File: config.mk
export PLATFORM = sky130hd
export DESIGN_NAME = wave_synth_top
export DESIGN_NICKNAME = d
export VERILOG_FILES = /design/src/source/synth_pkg.sv /design/src/source/bit_timer.sv /design/src/source/uart_rx_fsm.sv /design/src/source/command_decoder.sv /design/src/source/note_divider.sv /design/src/source/waveform_generator.sv /design/src/source/i2s_transmitter.sv /design/src/source/wave_synth_top.sv
export SDC_FILE = /design/constraint.sdc
export NUM_CORES = 1
export LEC_CHECK = 0
export BUFFER_PORTS_ARGS = -buffer_cell sky130_fd_sc_hd__buf_4
export CAP_MARGIN = 30
export CORE_ASPECT_RATIO = 0.8
export CORE_MARGIN = 8
export CORE_UTILIZATION = 35
export CTS_CLUSTER_SIZE = 40
export DETAILED_ROUTE_END_ITERATION = 8
export MAX_ROUTING_LAYER = met4
export RECOVER_POWER = 50
export SLEW_MARGIN = 40
export SYNTH_ARGS = -nofsm -noshare
export SYNTH_HDL_FRONTEND = slang
export SYNTH_SLANG_ARGS = --single-unit
File: constraint.sdc
create_clock -name clk -period 3.4 [get_ports clk]
set_input_delay 0.51 -clock clk [delete_from_list [all_inputs] [get_ports clk]]
set_output_delay 0.51 -clock clk [all_outputs]
set_load 0.1 [all_outputs]
File: src/source/synth_pkg.sv
package synth_pkg;

    localparam int CLKS_PER_BIT  = 16;                    // UART oversampling
    localparam int HALF_BIT      = CLKS_PER_BIT / 2;
    localparam int BIT_CNT_W     = $clog2(CLKS_PER_BIT);
    localparam int I2S_WORD_BITS = 16;                    // Doubled 8-bit sample
    localparam int I2S_CNT_W     = $clog2(I2S_WORD_BITS);

    typedef logic [7:0]           sample_t;
    typedef logic [7:0]           phase_t;
    typedef logic [3:0]           note_t;
    typedef logic [7:0]           period_t;
    typedef logic [7:0]           rx_byte_t;
    typedef logic [BIT_CNT_W-1:0] bit_cnt_t;
    typedef logic [I2S_CNT_W-1:0] i2s_cnt_t;

    // Clocks per phase step, 40 - 2.4*n rounded down
    localparam period_t NOTE_PERIOD [16] = '{
        8'd40, 8'd37, 8'd35, 8'd32,
        8'd30, 8'd28, 8'd25, 8'd23,
        8'd20, 8'd18, 8'd16, 8'd13,
        8'd11, 8'd8,  8'd6,  8'd4
    };

    // Command bytes
    localparam rx_byte_t CMD_TRI = 8'h54;                 // 'T'
    localparam rx_byte_t CMD_SAW = 8'h53;                 // 'S'
    localparam rx_byte_t CMD_SQR = 8'h51;                 // 'Q'
    localparam rx_byte_t ASCII_0 = 8'h30;
    localparam rx_byte_t ASCII_9 = 8'h39;
    localparam rx_byte_t ASCII_A = 8'h41;
    localparam rx_byte_t ASCII_F = 8'h46;

    typedef enum logic [1:0] {
        WAVE_TRI,
        WAVE_SAW,
        WAVE_SQR
    } wave_e;

    typedef enum logic [1:0] {
        RX_IDLE,
        RX_START,
        RX_DATA,
        RX_STOP
    } rx_state_e;

    typedef struct packed {
        wave_e wave;
        note_t note;
    } voice_cfg_t;

endpackage

File: src/source/bit_timer.sv
`timescale 1ns/100ps

module bit_timer
    import synth_pkg::*;
(
    input  logic clk,
    input  logic rst_n,
    input  logic restart,
    output logic tick
);

    bit_cnt_t count;

    always_ff @(posedge clk) begin
        if (!rst_n) begin
            count <= '0;
        end else if (restart) begin
            count <= bit_cnt_t'(HALF_BIT);                // Realign to mid-bit
        end else if (count == bit_cnt_t'(CLKS_PER_BIT - 1)) begin
            count <= '0;
        end else begin
            count <= count + 1'b1;
        end
    end

    assign tick = (count == bit_cnt_t'(CLKS_PER_BIT - 1));

endmodule

File: src/source/uart_rx_fsm.sv
`timescale 1ns/100ps

module uart_rx_fsm
    import synth_pkg::*;
(
    input  logic     clk,
    input  logic     rst_n,
    input  logic     rx,
    output logic     byte_valid,
    output rx_byte_t byte_data
);

    rx_state_e state;
    logic      rx_meta;
    logic      rx_sync;
    logic      rx_prev;
    logic      restart;
    logic      tick;
    logic [2:0] bit_idx;
    rx_byte_t  shift_reg;

    // Line idles high, so the synchronizer resets to 1
    always_ff @(posedge clk) begin
        if (!rst_n) begin
            rx_meta <= 1'b1;
            rx_sync <= 1'b1;
            rx_prev <= 1'b1;
        end else begin
            rx_meta <= rx;
            rx_sync <= rx_meta;
            rx_prev <= rx_sync;
        end
    end

    assign restart = (state == RX_IDLE) && rx_prev && !rx_sync;   // Start bit edge

    bit_timer u_bit_timer (
        .clk     (clk),
        .rst_n   (rst_n),
        .restart (restart),
        .tick    (tick)
    );

    always_ff @(posedge clk) begin
        if (!rst_n) begin
            state      <= RX_IDLE;
            bit_idx    <= '0;
            byte_valid <= 1'b0;
        end else begin
            byte_valid <= 1'b0;
            case (state)
                RX_IDLE: begin
                    if (restart) begin
                        state <= RX_START;
                    end
                end
                RX_START: begin
                    if (tick) begin
                        state   <= rx_sync ? RX_IDLE : RX_DATA;   // Glitch rejects
                        bit_idx <= '0;
                    end
                end
                RX_DATA: begin
                    if (tick) begin
                        bit_idx <= bit_idx + 1'b1;
                        if (bit_idx == 3'd7) begin
                            state <= RX_STOP;
                        end
                    end
                end
                RX_STOP: begin
                    if (tick) begin
                        byte_valid <= rx_sync;            // Framing error drops byte
                        state      <= RX_IDLE;
                    end
                end
                default: state <= RX_IDLE;
            endcase
        end
    end

    // LSB arrives first
    always_ff @(posedge clk) begin
        if (state == RX_DATA && tick) begin
            shift_reg <= {rx_sync, shift_reg[7:1]};
        end
    end

    assign byte_data = shift_reg;

endmodule

File: src/source/command_decoder.sv
`timescale 1ns/100ps

module command_decoder
    import synth_pkg::*;
(
    input  logic       clk,
    input  logic       rst_n,
    input  logic       byte_valid,
    input  rx_byte_t   byte_data,
    output voice_cfg_t cfg
);

    always_ff @(posedge clk) begin
        if (!rst_n) begin
            cfg <= '{wave: WAVE_TRI, note: '0};
        end else if (byte_valid) begin
            case (byte_data)
                CMD_TRI: cfg.wave <= WAVE_TRI;
                CMD_SAW: cfg.wave <= WAVE_SAW;
                CMD_SQR: cfg.wave <= WAVE_SQR;
                default: begin
                    if (byte_data >= ASCII_0 && byte_data <= ASCII_9) begin
                        cfg.note <= byte_data[3:0];               // '0'..'9' low nibble
                    end else if (byte_data >= ASCII_A && byte_data <= ASCII_F) begin
                        cfg.note <= byte_data[3:0] + 4'd9;        // 'A' is 0x41
                    end
                end
            endcase
        end
    end

endmodule

File: src/source/note_divider.sv
`timescale 1ns/100ps

module note_divider
    import synth_pkg::*;
(
    input  logic  clk,
    input  logic  rst_n,
    input  note_t note,
    output logic  step
);

    period_t count;
    period_t period;
    note_t   last_note;

    assign period = NOTE_PERIOD[note];

    always_ff @(posedge clk) begin
        if (!rst_n) begin
            count     <= '0;
            last_note <= '0;
            step      <= 1'b0;
        end else begin
            last_note <= note;
            step      <= 1'b0;
            if (note != last_note) begin
                count <= '0;                              // New pitch starts fresh
            end else if (count == period - 8'd1) begin
                count <= '0;
                step  <= 1'b1;
            end else begin
                count <= count + 8'd1;
            end
        end
    end

endmodule

File: src/source/waveform_generator.sv
`timescale 1ns/100ps

module waveform_generator
    import synth_pkg::*;
(
    input  logic    clk,
    input  logic    rst_n,
    input  logic    step,
    input  wave_e   wave,
    output sample_t sample
);

    phase_t phase;

    always_ff @(posedge clk) begin
        if (!rst_n) begin
            phase <= '0;
        end else if (step) begin
            phase <= phase + 8'd1;
        end
    end

    always_ff @(posedge clk) begin
        case (wave)
            WAVE_SAW: sample <= phase;
            WAVE_SQR: sample <= phase[7] ? 8'hFF : 8'h00;
            WAVE_TRI: begin
                if (phase[7]) begin
                    sample <= {~phase[6:0], 1'b0};        // Falling half, stays even
                end else begin
                    sample <= {phase[6:0], 1'b0};
                end
            end
            default: sample <= phase;
        endcase
    end

endmodule

File: src/source/i2s_transmitter.sv
`timescale 1ns/100ps

module i2s_transmitter
    import synth_pkg::*;
(
    input  logic    clk,
    input  logic    rst_n,
    input  sample_t sample,
    output logic    sck,
    output logic    ws,
    output logic    sd
);

    i2s_cnt_t                 bit_cnt;
    logic                     word_end;
    logic [I2S_WORD_BITS-1:0] shift_reg;

    assign word_end = (bit_cnt == i2s_cnt_t'(I2S_WORD_BITS - 1));

    // Outputs move only when sck is about to fall
    always_ff @(posedge clk) begin
        if (!rst_n) begin
            sck     <= 1'b0;
            ws      <= 1'b0;
            sd      <= 1'b0;
            bit_cnt <= i2s_cnt_t'(I2S_WORD_BITS - 1);    // First fall opens a word
        end else begin
            sck <= ~sck;
            if (sck) begin
                if (word_end) begin
                    bit_cnt <= '0;
                    ws      <= ~ws;
                    sd      <= sample[7];                 // MSB goes out with ws
                end else begin
                    bit_cnt <= bit_cnt + 1'b1;
                    sd      <= shift_reg[I2S_WORD_BITS-1];
                end
            end
        end
    end

    // Holds the rest of the word, already past its MSB
    always_ff @(posedge clk) begin
        if (sck) begin
            if (word_end) begin
                shift_reg <= {sample[6:0], sample, 1'b0};
            end else begin
                shift_reg <= {shift_reg[I2S_WORD_BITS-2:0], 1'b0};
            end
        end
    end

endmodule

File: src/source/wave_synth_top.sv
`timescale 1ns/100ps

module wave_synth_top
    import synth_pkg::*;
(
    input  logic clk,
    input  logic rst_n,
    input  logic rx,
    output logic i2s_sck,
    output logic i2s_ws,
    output logic i2s_sd
);

    logic       byte_valid;
    rx_byte_t   byte_data;
    voice_cfg_t cfg;
    logic       step;
    sample_t    sample;

    uart_rx_fsm u_uart_rx (
        .clk        (clk),
        .rst_n      (rst_n),
        .rx         (rx),
        .byte_valid (byte_valid),
        .byte_data  (byte_data)
    );

    command_decoder u_decoder (
        .clk        (clk),
        .rst_n      (rst_n),
        .byte_valid (byte_valid),
        .byte_data  (byte_data),
        .cfg        (cfg)
    );

    note_divider u_divider (
        .clk   (clk),
        .rst_n (rst_n),
        .note  (cfg.note),
        .step  (step)
    );

    waveform_generator u_wavegen (
        .clk    (clk),
        .rst_n  (rst_n),
        .step   (step),
        .wave   (cfg.wave),
        .sample (sample)
    );

    i2s_transmitter u_i2s (
        .clk    (clk),
        .rst_n  (rst_n),
        .sample (sample),
        .sck    (i2s_sck),
        .ws     (i2s_ws),
        .sd     (i2s_sd)
    );

endmodule

==> results of run 1 <==
-- path summary, 6_finish.rpt --
kind | startpoint | end | slack (ps)
worst max-delay path | u_decoder.cfg[0] | u_divider.count[1] | 560
worst min-delay path | rx | u_uart_rx.rx_meta | 360
worst min register to register | u_uart_rx.rx_meta | u_uart_rx.rx_sync | 410
worst max register to register | u_decoder.cfg[0] | u_divider.count[1] | 560
-- cell usage after synthesis, types with 6 or more instances --
cell type	count	area (um2)
a21oi_1	14	70.1
xor2_1	10	87.6
nor2b_1	7	43.8
and3_1	7	43.8
ha_1	21	263
clkbuf_1	12	45.0
xnor2_1	21	184
nor2_1	32	120
dfxtp_1	55	1100
nand3_1	10	50.1
and2_1	11	68.8
inv_1	15	56.3
nand2_1	59	221
o21ai_0	15	75.1
nand4_1	6	37.5
edfxtp_1	23	691
-- metal layers --
layer / track usage / wire [um] / vias to the layer above / share of wire
met5: - / 0 / - / 0
met4: 0.0466 / 119 / 0 / 0.019
met3: 0.0380 / 244 / 13 / 0.039
met2: 0.157 / 2710 / 23 / 0.43
met1: 0.120 / 3240 / 1187 / 0.51
li1: - / - / 1324 / -
-- stage by stage --
step | hold WS [ps] | total power [mW] | cell area, um2 | worst slack, ps | utilization
2_1_floorplan | 386 | 1.16 | 3740 | 738 | -
3_3_place_gp | 390 | 1.20 | 3900 | 676 | 0.378
3_5_place_dp | 398 | 1.20 | 3900 | 536 | 0.378
4_1_cts | 343 | 2.07 | 4170 | 531 | 0.404
5_1_grt | 346 | 2.13 | 4160 | 297 | 0.403
6_report | 357 | 2.03 | 4160 | 564 | 0.403
-- power by group through the flow --
stage | sequential [mW] | clock [mW] | combinational, mW
2_1_floorplan | 1.06 | 0 | 0.100
3_3_place_gp | 1.04 | 0 | 0.156
3_5_place_dp | 1.04 | 0 | 0.158
4_1_cts | 1.02 | 0.886 | 0.159
5_1_grt | 1.03 | 0.930 | 0.177
6_report | 1.02 | 0.856 | 0.154
-- placed cells by master (no fill, tap or decap), types with 2 or more instances in the layout --
cell | netlist | layout
edfxtp_1 | 23 | 23
o21bai_1 | 2 | 2
clkbuf_16 | 0 | 9
a211oi_1 | 5 | 5
xnor2_1 | 21 | 21
a21oi_1 | 14 | 14
a22oi_1 | 3 | 3
mux4_2 | 3 | 3
nand3_1 | 10 | 10
clkinvlp_4 | 0 | 4
or3_1 | 2 | 2
inv_1 | 15 | 15
nand2_1 | 59 | 59
ha_1 | 21 | 21
clkbuf_1 | 12 | 4
nor2b_1 | 7 | 7
mux2i_1 | 5 | 5
nor3_1 | 2 | 2
o21ai_0 | 15 | 15
a31o_2 | 2 | 2
nor2_1 | 32 | 32
buf_4 | 0 | 4
clkinv_1 | 2 | 3
a31oi_1 | 3 | 3
and2_1 | 11 | 10
nand4_1 | 6 | 6
nand2b_1 | 3 | 3
nor3b_1 | 5 | 5
a21o_1 | 2 | 2
xor2_1 | 10 | 10
and3_1 | 7 | 7
dfxtp_1 | 55 | 55
-- kinds of logic after synthesis --
logic type	synth area share
muxes	0.0385
xor gates and xnor gates	0.0727
buffers and inverters	0.0345
adders and majority gates	0.0703
DFF	0.480
and+or+nand+nor	0.205
AOI/OAI and AO/OA	0.0991
-- final cells by class --
cell class | instances | area, um2
Fill cell | 1036 | 6160
Multi-Input combinational cell | 272 | 1820
Sequential cell | 78 | 1790
Clock buffer | 10 | 229
Tap cell | 140 | 175
Inverter | 18 | 67.6
Timing Repair Buffer | 7 | 41.3
Clock inverter | 6 | 38.8
==> flow_metrics.tcl, run 1 <==
set metrics [dict create \
    status "completed" \
    ys_seq_area_frac 0.480 \
    clk_pin_slew_ps 60 \
    p_int_mw 1.54 \
    syn2layout_area_growth_pct 11.3 \
    grt_pass1_vias 2471 \
    p_clk_frac 0.421 \
    die_y_um 108 \
    critPathMaxFanout 8 \
    final_cells 531 \
    cp.required_ps 3630 \
    route.detailed.drc 0 \
    critPathKind "flop to flop" \
    fin_setup_tns_ps 0 \
    period_needed_ps 2840 \
    cts_root_buf "clkbuf_16" \
    num_io_pins 6 \
    clock_latency_ps 330 \
    p_per_area_mw_per_mm2 489 \
    ctsResizeCount 0 \
    critPathLaunchType "flop" \
    initial_utilization 0.362 \
    synth_edf_count 23 \
    die_x_um 132 \
    hold_path_class "input port to flop" \
    finClkSkew_ps 5.54 \
    async_reset_ff_frac 0 \
    grt.total_usage 0.103 \
    core_area_mm2 0.0103 \
    postCtsHoldBufs 0 \
    cts_tree "yes" \
    antenna_left 0 \
    cp_common_cell "ha_1" \
    p_comb_frac 0.076 \
    dp.cells 515 \
    wl_per_cell_um 11.9 \
    port_buffers 5 \
    antenna_found_initial 0 \
    cts_num_sinks 78 \
    h-tree-depth 3 \
    grt_max_degree 26 \
    drv_cap 0 \
    synth_area_mm2 0.00374 \
    overflow 0 \
    power.leakage_nw 1.63 \
    reg2regPathDepth 10 \
    ir_drop_mv 0.230 \
    yosys_most_used_dff "dfxtp_1" \
    syn_avg_cell_area_um2 9.78 \
    synth_cell_type_count 54 \
    maxSlewViolCount 0 \
    setup_violations 0 \
    ys_seq_elements 78 \
    cp_top_family "simple AND/OR/NAND/NOR gates" \
    nets 410 \
    gp_congestion 0.786 \
    clock_tree.buffer_depth 2 \
    drtPass1Iterations 4 \
    cp-end-kind "flop" \
    cp_slowest_stage_delay_ps 490 \
    slew_headroom 0.223 \
    fmaxAchievable_mhz 353 \
    cts_buffers 9 \
    antennaDiodeCount 0 \
    power_frac_seq 0.503 \
    hpwl_um 4430 \
    layout-drive-gt1-share 0.0742 \
    p_sw_mw 0.495 \
    postCtsSetupRepairBufs 0 \
    wirelength_um 6310 \
    synthCells 382 \
    crit_buf_inv 2 \
    critical-path-slowest-cell "mux4_2" \
    hold_path_depth 2 \
    p_sw_frac 0.243 \
    largest_reg_flops 15 \
    rows 33 \
    vias_per_cell 4.80 \
    crit_chain "inv_1, ha_1, mux4_2, clkinv_1, ha_1, or2_0, a21oi_1, nor4_2, a31oi_4, and2_1" \
    grt_setup_unrepaired "false" \
    dieArea_mm2 0.0143 \
    finalHoldViolations 0 \
    arrival_ps 3070 \
    grt_pass1_wl_um 11500 \
    tightest_slew_ps 1160 \
    synth_nets 406 \
    vias 2547 \
    yosysWarnings 0 \
    crit_cells 10 \
    drtIter0Drc 135 \
    min_period_over_period 0.834 \
]
Power figures use the tool's default switching activity.
==> run 2, diff against run 1 <==
==> constraint.sdc (replaced) <==
create_clock -name clk -period 2.87 [get_ports clk]
set_input_delay 0.4305 -clock clk [delete_from_list [all_inputs] [get_ports clk]]
set_output_delay 0.4305 -clock clk [all_outputs]
set_load 0.1 [all_outputs]
==> run 2 against run 1 <==
Die area unchanged. Worst hold slack worse by 81 ps. Clock skew is essentially flat. Maximum frequency is 8.3% higher. Critical path type unchanged.
==> flow_metrics.tcl, run 2 (synthesized netlist as in run 1, its figures left out) <==
set metrics [dict create \
    n_fill_cell 1000 \
    p_per_area_mw_per_mm2 581 \
    crit_chain "inv_1, ha_1, mux4_2, clkinv_1, ha_1, a21oi_1, o31a_1, o32a_2, a31oi_4, and2_1" \
    clock_latency_ps 330 \
    die_x_um 132 \
    critPathMaxFanout 8 \
    p_int_mw 1.85 \
    final_cell_mix "nand2_1 (59), dfxtp_1 (55), nor2_1 (32)" \
    h-tree-depth 3 \
    layout-drive-gt1-share 0.0884 \
    vias 2567 \
    clock_tree.buffer_depth 2 \
    p_sw_frac 0.242 \
    p_clk_frac 0.427 \
    p_sw_mw 0.590 \
    nets 415 \
    maxSlewViolCount 0 \
    antenna_found_initial 0 \
    finalHoldViolations 0 \
    overflow 0 \
    die_y_um 108 \
    final-seq-area_mm2 0.00179 \
    grt_setup_unrepaired "false" \
    cp_common_cell "ha_1" \
    grt_pass1_wl_um 11200 \
    syn2layout_area_growth_pct 12.6 \
    finClkSkew_ps 5.55 \
    cts_buffers 9 \
    min_period_over_period 0.913 \
    route.detailed.drc 0 \
    drtIter0Drc 157 \
    wl_per_cell_um 11.8 \
    multi_input_area_mm2 0.00182 \
    power_frac_seq 0.496 \
    critPathKind "flop to flop" \
    critical-path-slowest-cell "mux4_2" \
    fin_setup_tns_ps 0 \
    port_buffers 5 \
    hpwl_um 4370 \
    vias_per_cell 4.79 \
    ir_drop_mv 0.384 \
    wirelength_um 6340 \
    cts_root_buf "clkbuf_16" \
    period_needed_ps 2620 \
    initial_utilization 0.362 \
    hold_path_class "input port to flop" \
    cp_slowest_stage_delay_ps 500 \
    rows 33 \
    ctsResizeCount 0 \
    drv_cap 0 \
    power.leakage_nw 1.67 \
    fmaxAchievable_mhz 382 \
    tightest_slew_ps 1240 \
    cp-end-kind "flop" \
    slew_headroom 0.174 \
    antennaDiodeCount 0 \
    status "completed" \
    p_comb_frac 0.076 \
    grt_pass1_vias 2422 \
    dieArea_mm2 0.0143 \
    cts_tree "yes" \
    cp.required_ps 3150 \
    antenna_left 0 \
    final_common_cell "nand2_1" \
    gp_congestion 0.803 \
    dp.cells 519 \
    cts_num_sinks 78 \
    grt_max_degree 27 \
    num_io_pins 6 \
    core_area_mm2 0.0103 \
    arrival_ps 2900 \
    grt.total_usage 0.0994 \
    setup_violations 0 \
    critPathLaunchType "flop" \
    drtPass1Iterations 5 \
    clk_pin_slew_ps 60 \
    final_cells 536 \
    largest_reg_flops 15 \
]
## run 2: changes by cell type in the layout (fill, tap and decap cells not counted)
cell,before,now
clkbuf_8,0,1
buf_4,4,9
clkinv_2,1,2
and2_1,10,11
clkinvlp_4,4,2
clkinv_1,3,2
and2_0,1,0
inv_6,0,1
## run 2: worst paths after layout
check                         start                  to  slack [ps]  depth (start not counted)
setup / recovery   u_decoder.cfg[0]  u_divider.count[5]         250                         10
hold / removal                   rx   u_uart_rx.rx_meta         280                          2
setup reg to reg   u_decoder.cfg[0]  u_divider.count[5]         250                         10
hold reg to reg   u_uart_rx.rx_meta   u_uart_rx.rx_sync         420                          1
## run 2: cell type report
class                   count  area share
clock inverters             5     0.00803
repair buffers             12      0.0187
inverters                  18      0.0161
well taps                 140      0.0417
flip-flops and latches     78       0.426
clock buffers              11      0.0577
multi-input cells         272       0.432
## run 2: worst max-delay path: cells and delay by family (launching register included)
kind	cells	cell delay (ps)
AO/OA/AOI/OAI	4	850
adder cells (fa/ha/maj)	2	580
buffers and inverters	2	160
flip-flops	1	320
multiplexers	1	500
AND/OR/NAND/NOR	1	160
## run 2: per-stage QoR
stage	hold slack [ps]	cell area [um2]	worst slack [ps]	util	power, mW
6_report	276	4210	251	0.407	2.44
5_1_grt	275	4210	50.0	0.407	2.56
4_1_cts	260	4210	205	0.408	2.48
3_5_place_dp	403	3930	215	0.381	1.42
3_3_place_gp	395	3930	334	0.381	1.42
2_1_floorplan	386	3740	208	-	1.38
## run 2: layer usage
metal / routed length [um] / up-vias / GRT usage
met5: 0 / - / -
met3: 196 / 11 / 0.0273
li1: - / 1338 / -
met2: 2670 / 30 / 0.151
met4: 108 / 0 / 0.0564
met1: 3370 / 1188 / 0.118
## run 2: power by group through the flow
stage	Sequential (mW)	Clock (mW)	Combinational (mW)
global placement	1.23	0	0.186
detailed placement	1.24	0	0.188
finish	1.21	1.04	0.186
CTS	1.21	1.08	0.190
floorplan	1.26	0	0.118
global route	1.22	1.12	0.213
## run 2: repair_timing
item	CTS	global route
buffers inserted	0	1
endpoints found under the hold margin	0	0
hold buffers	0	0
setup endpoints to repair	0	1
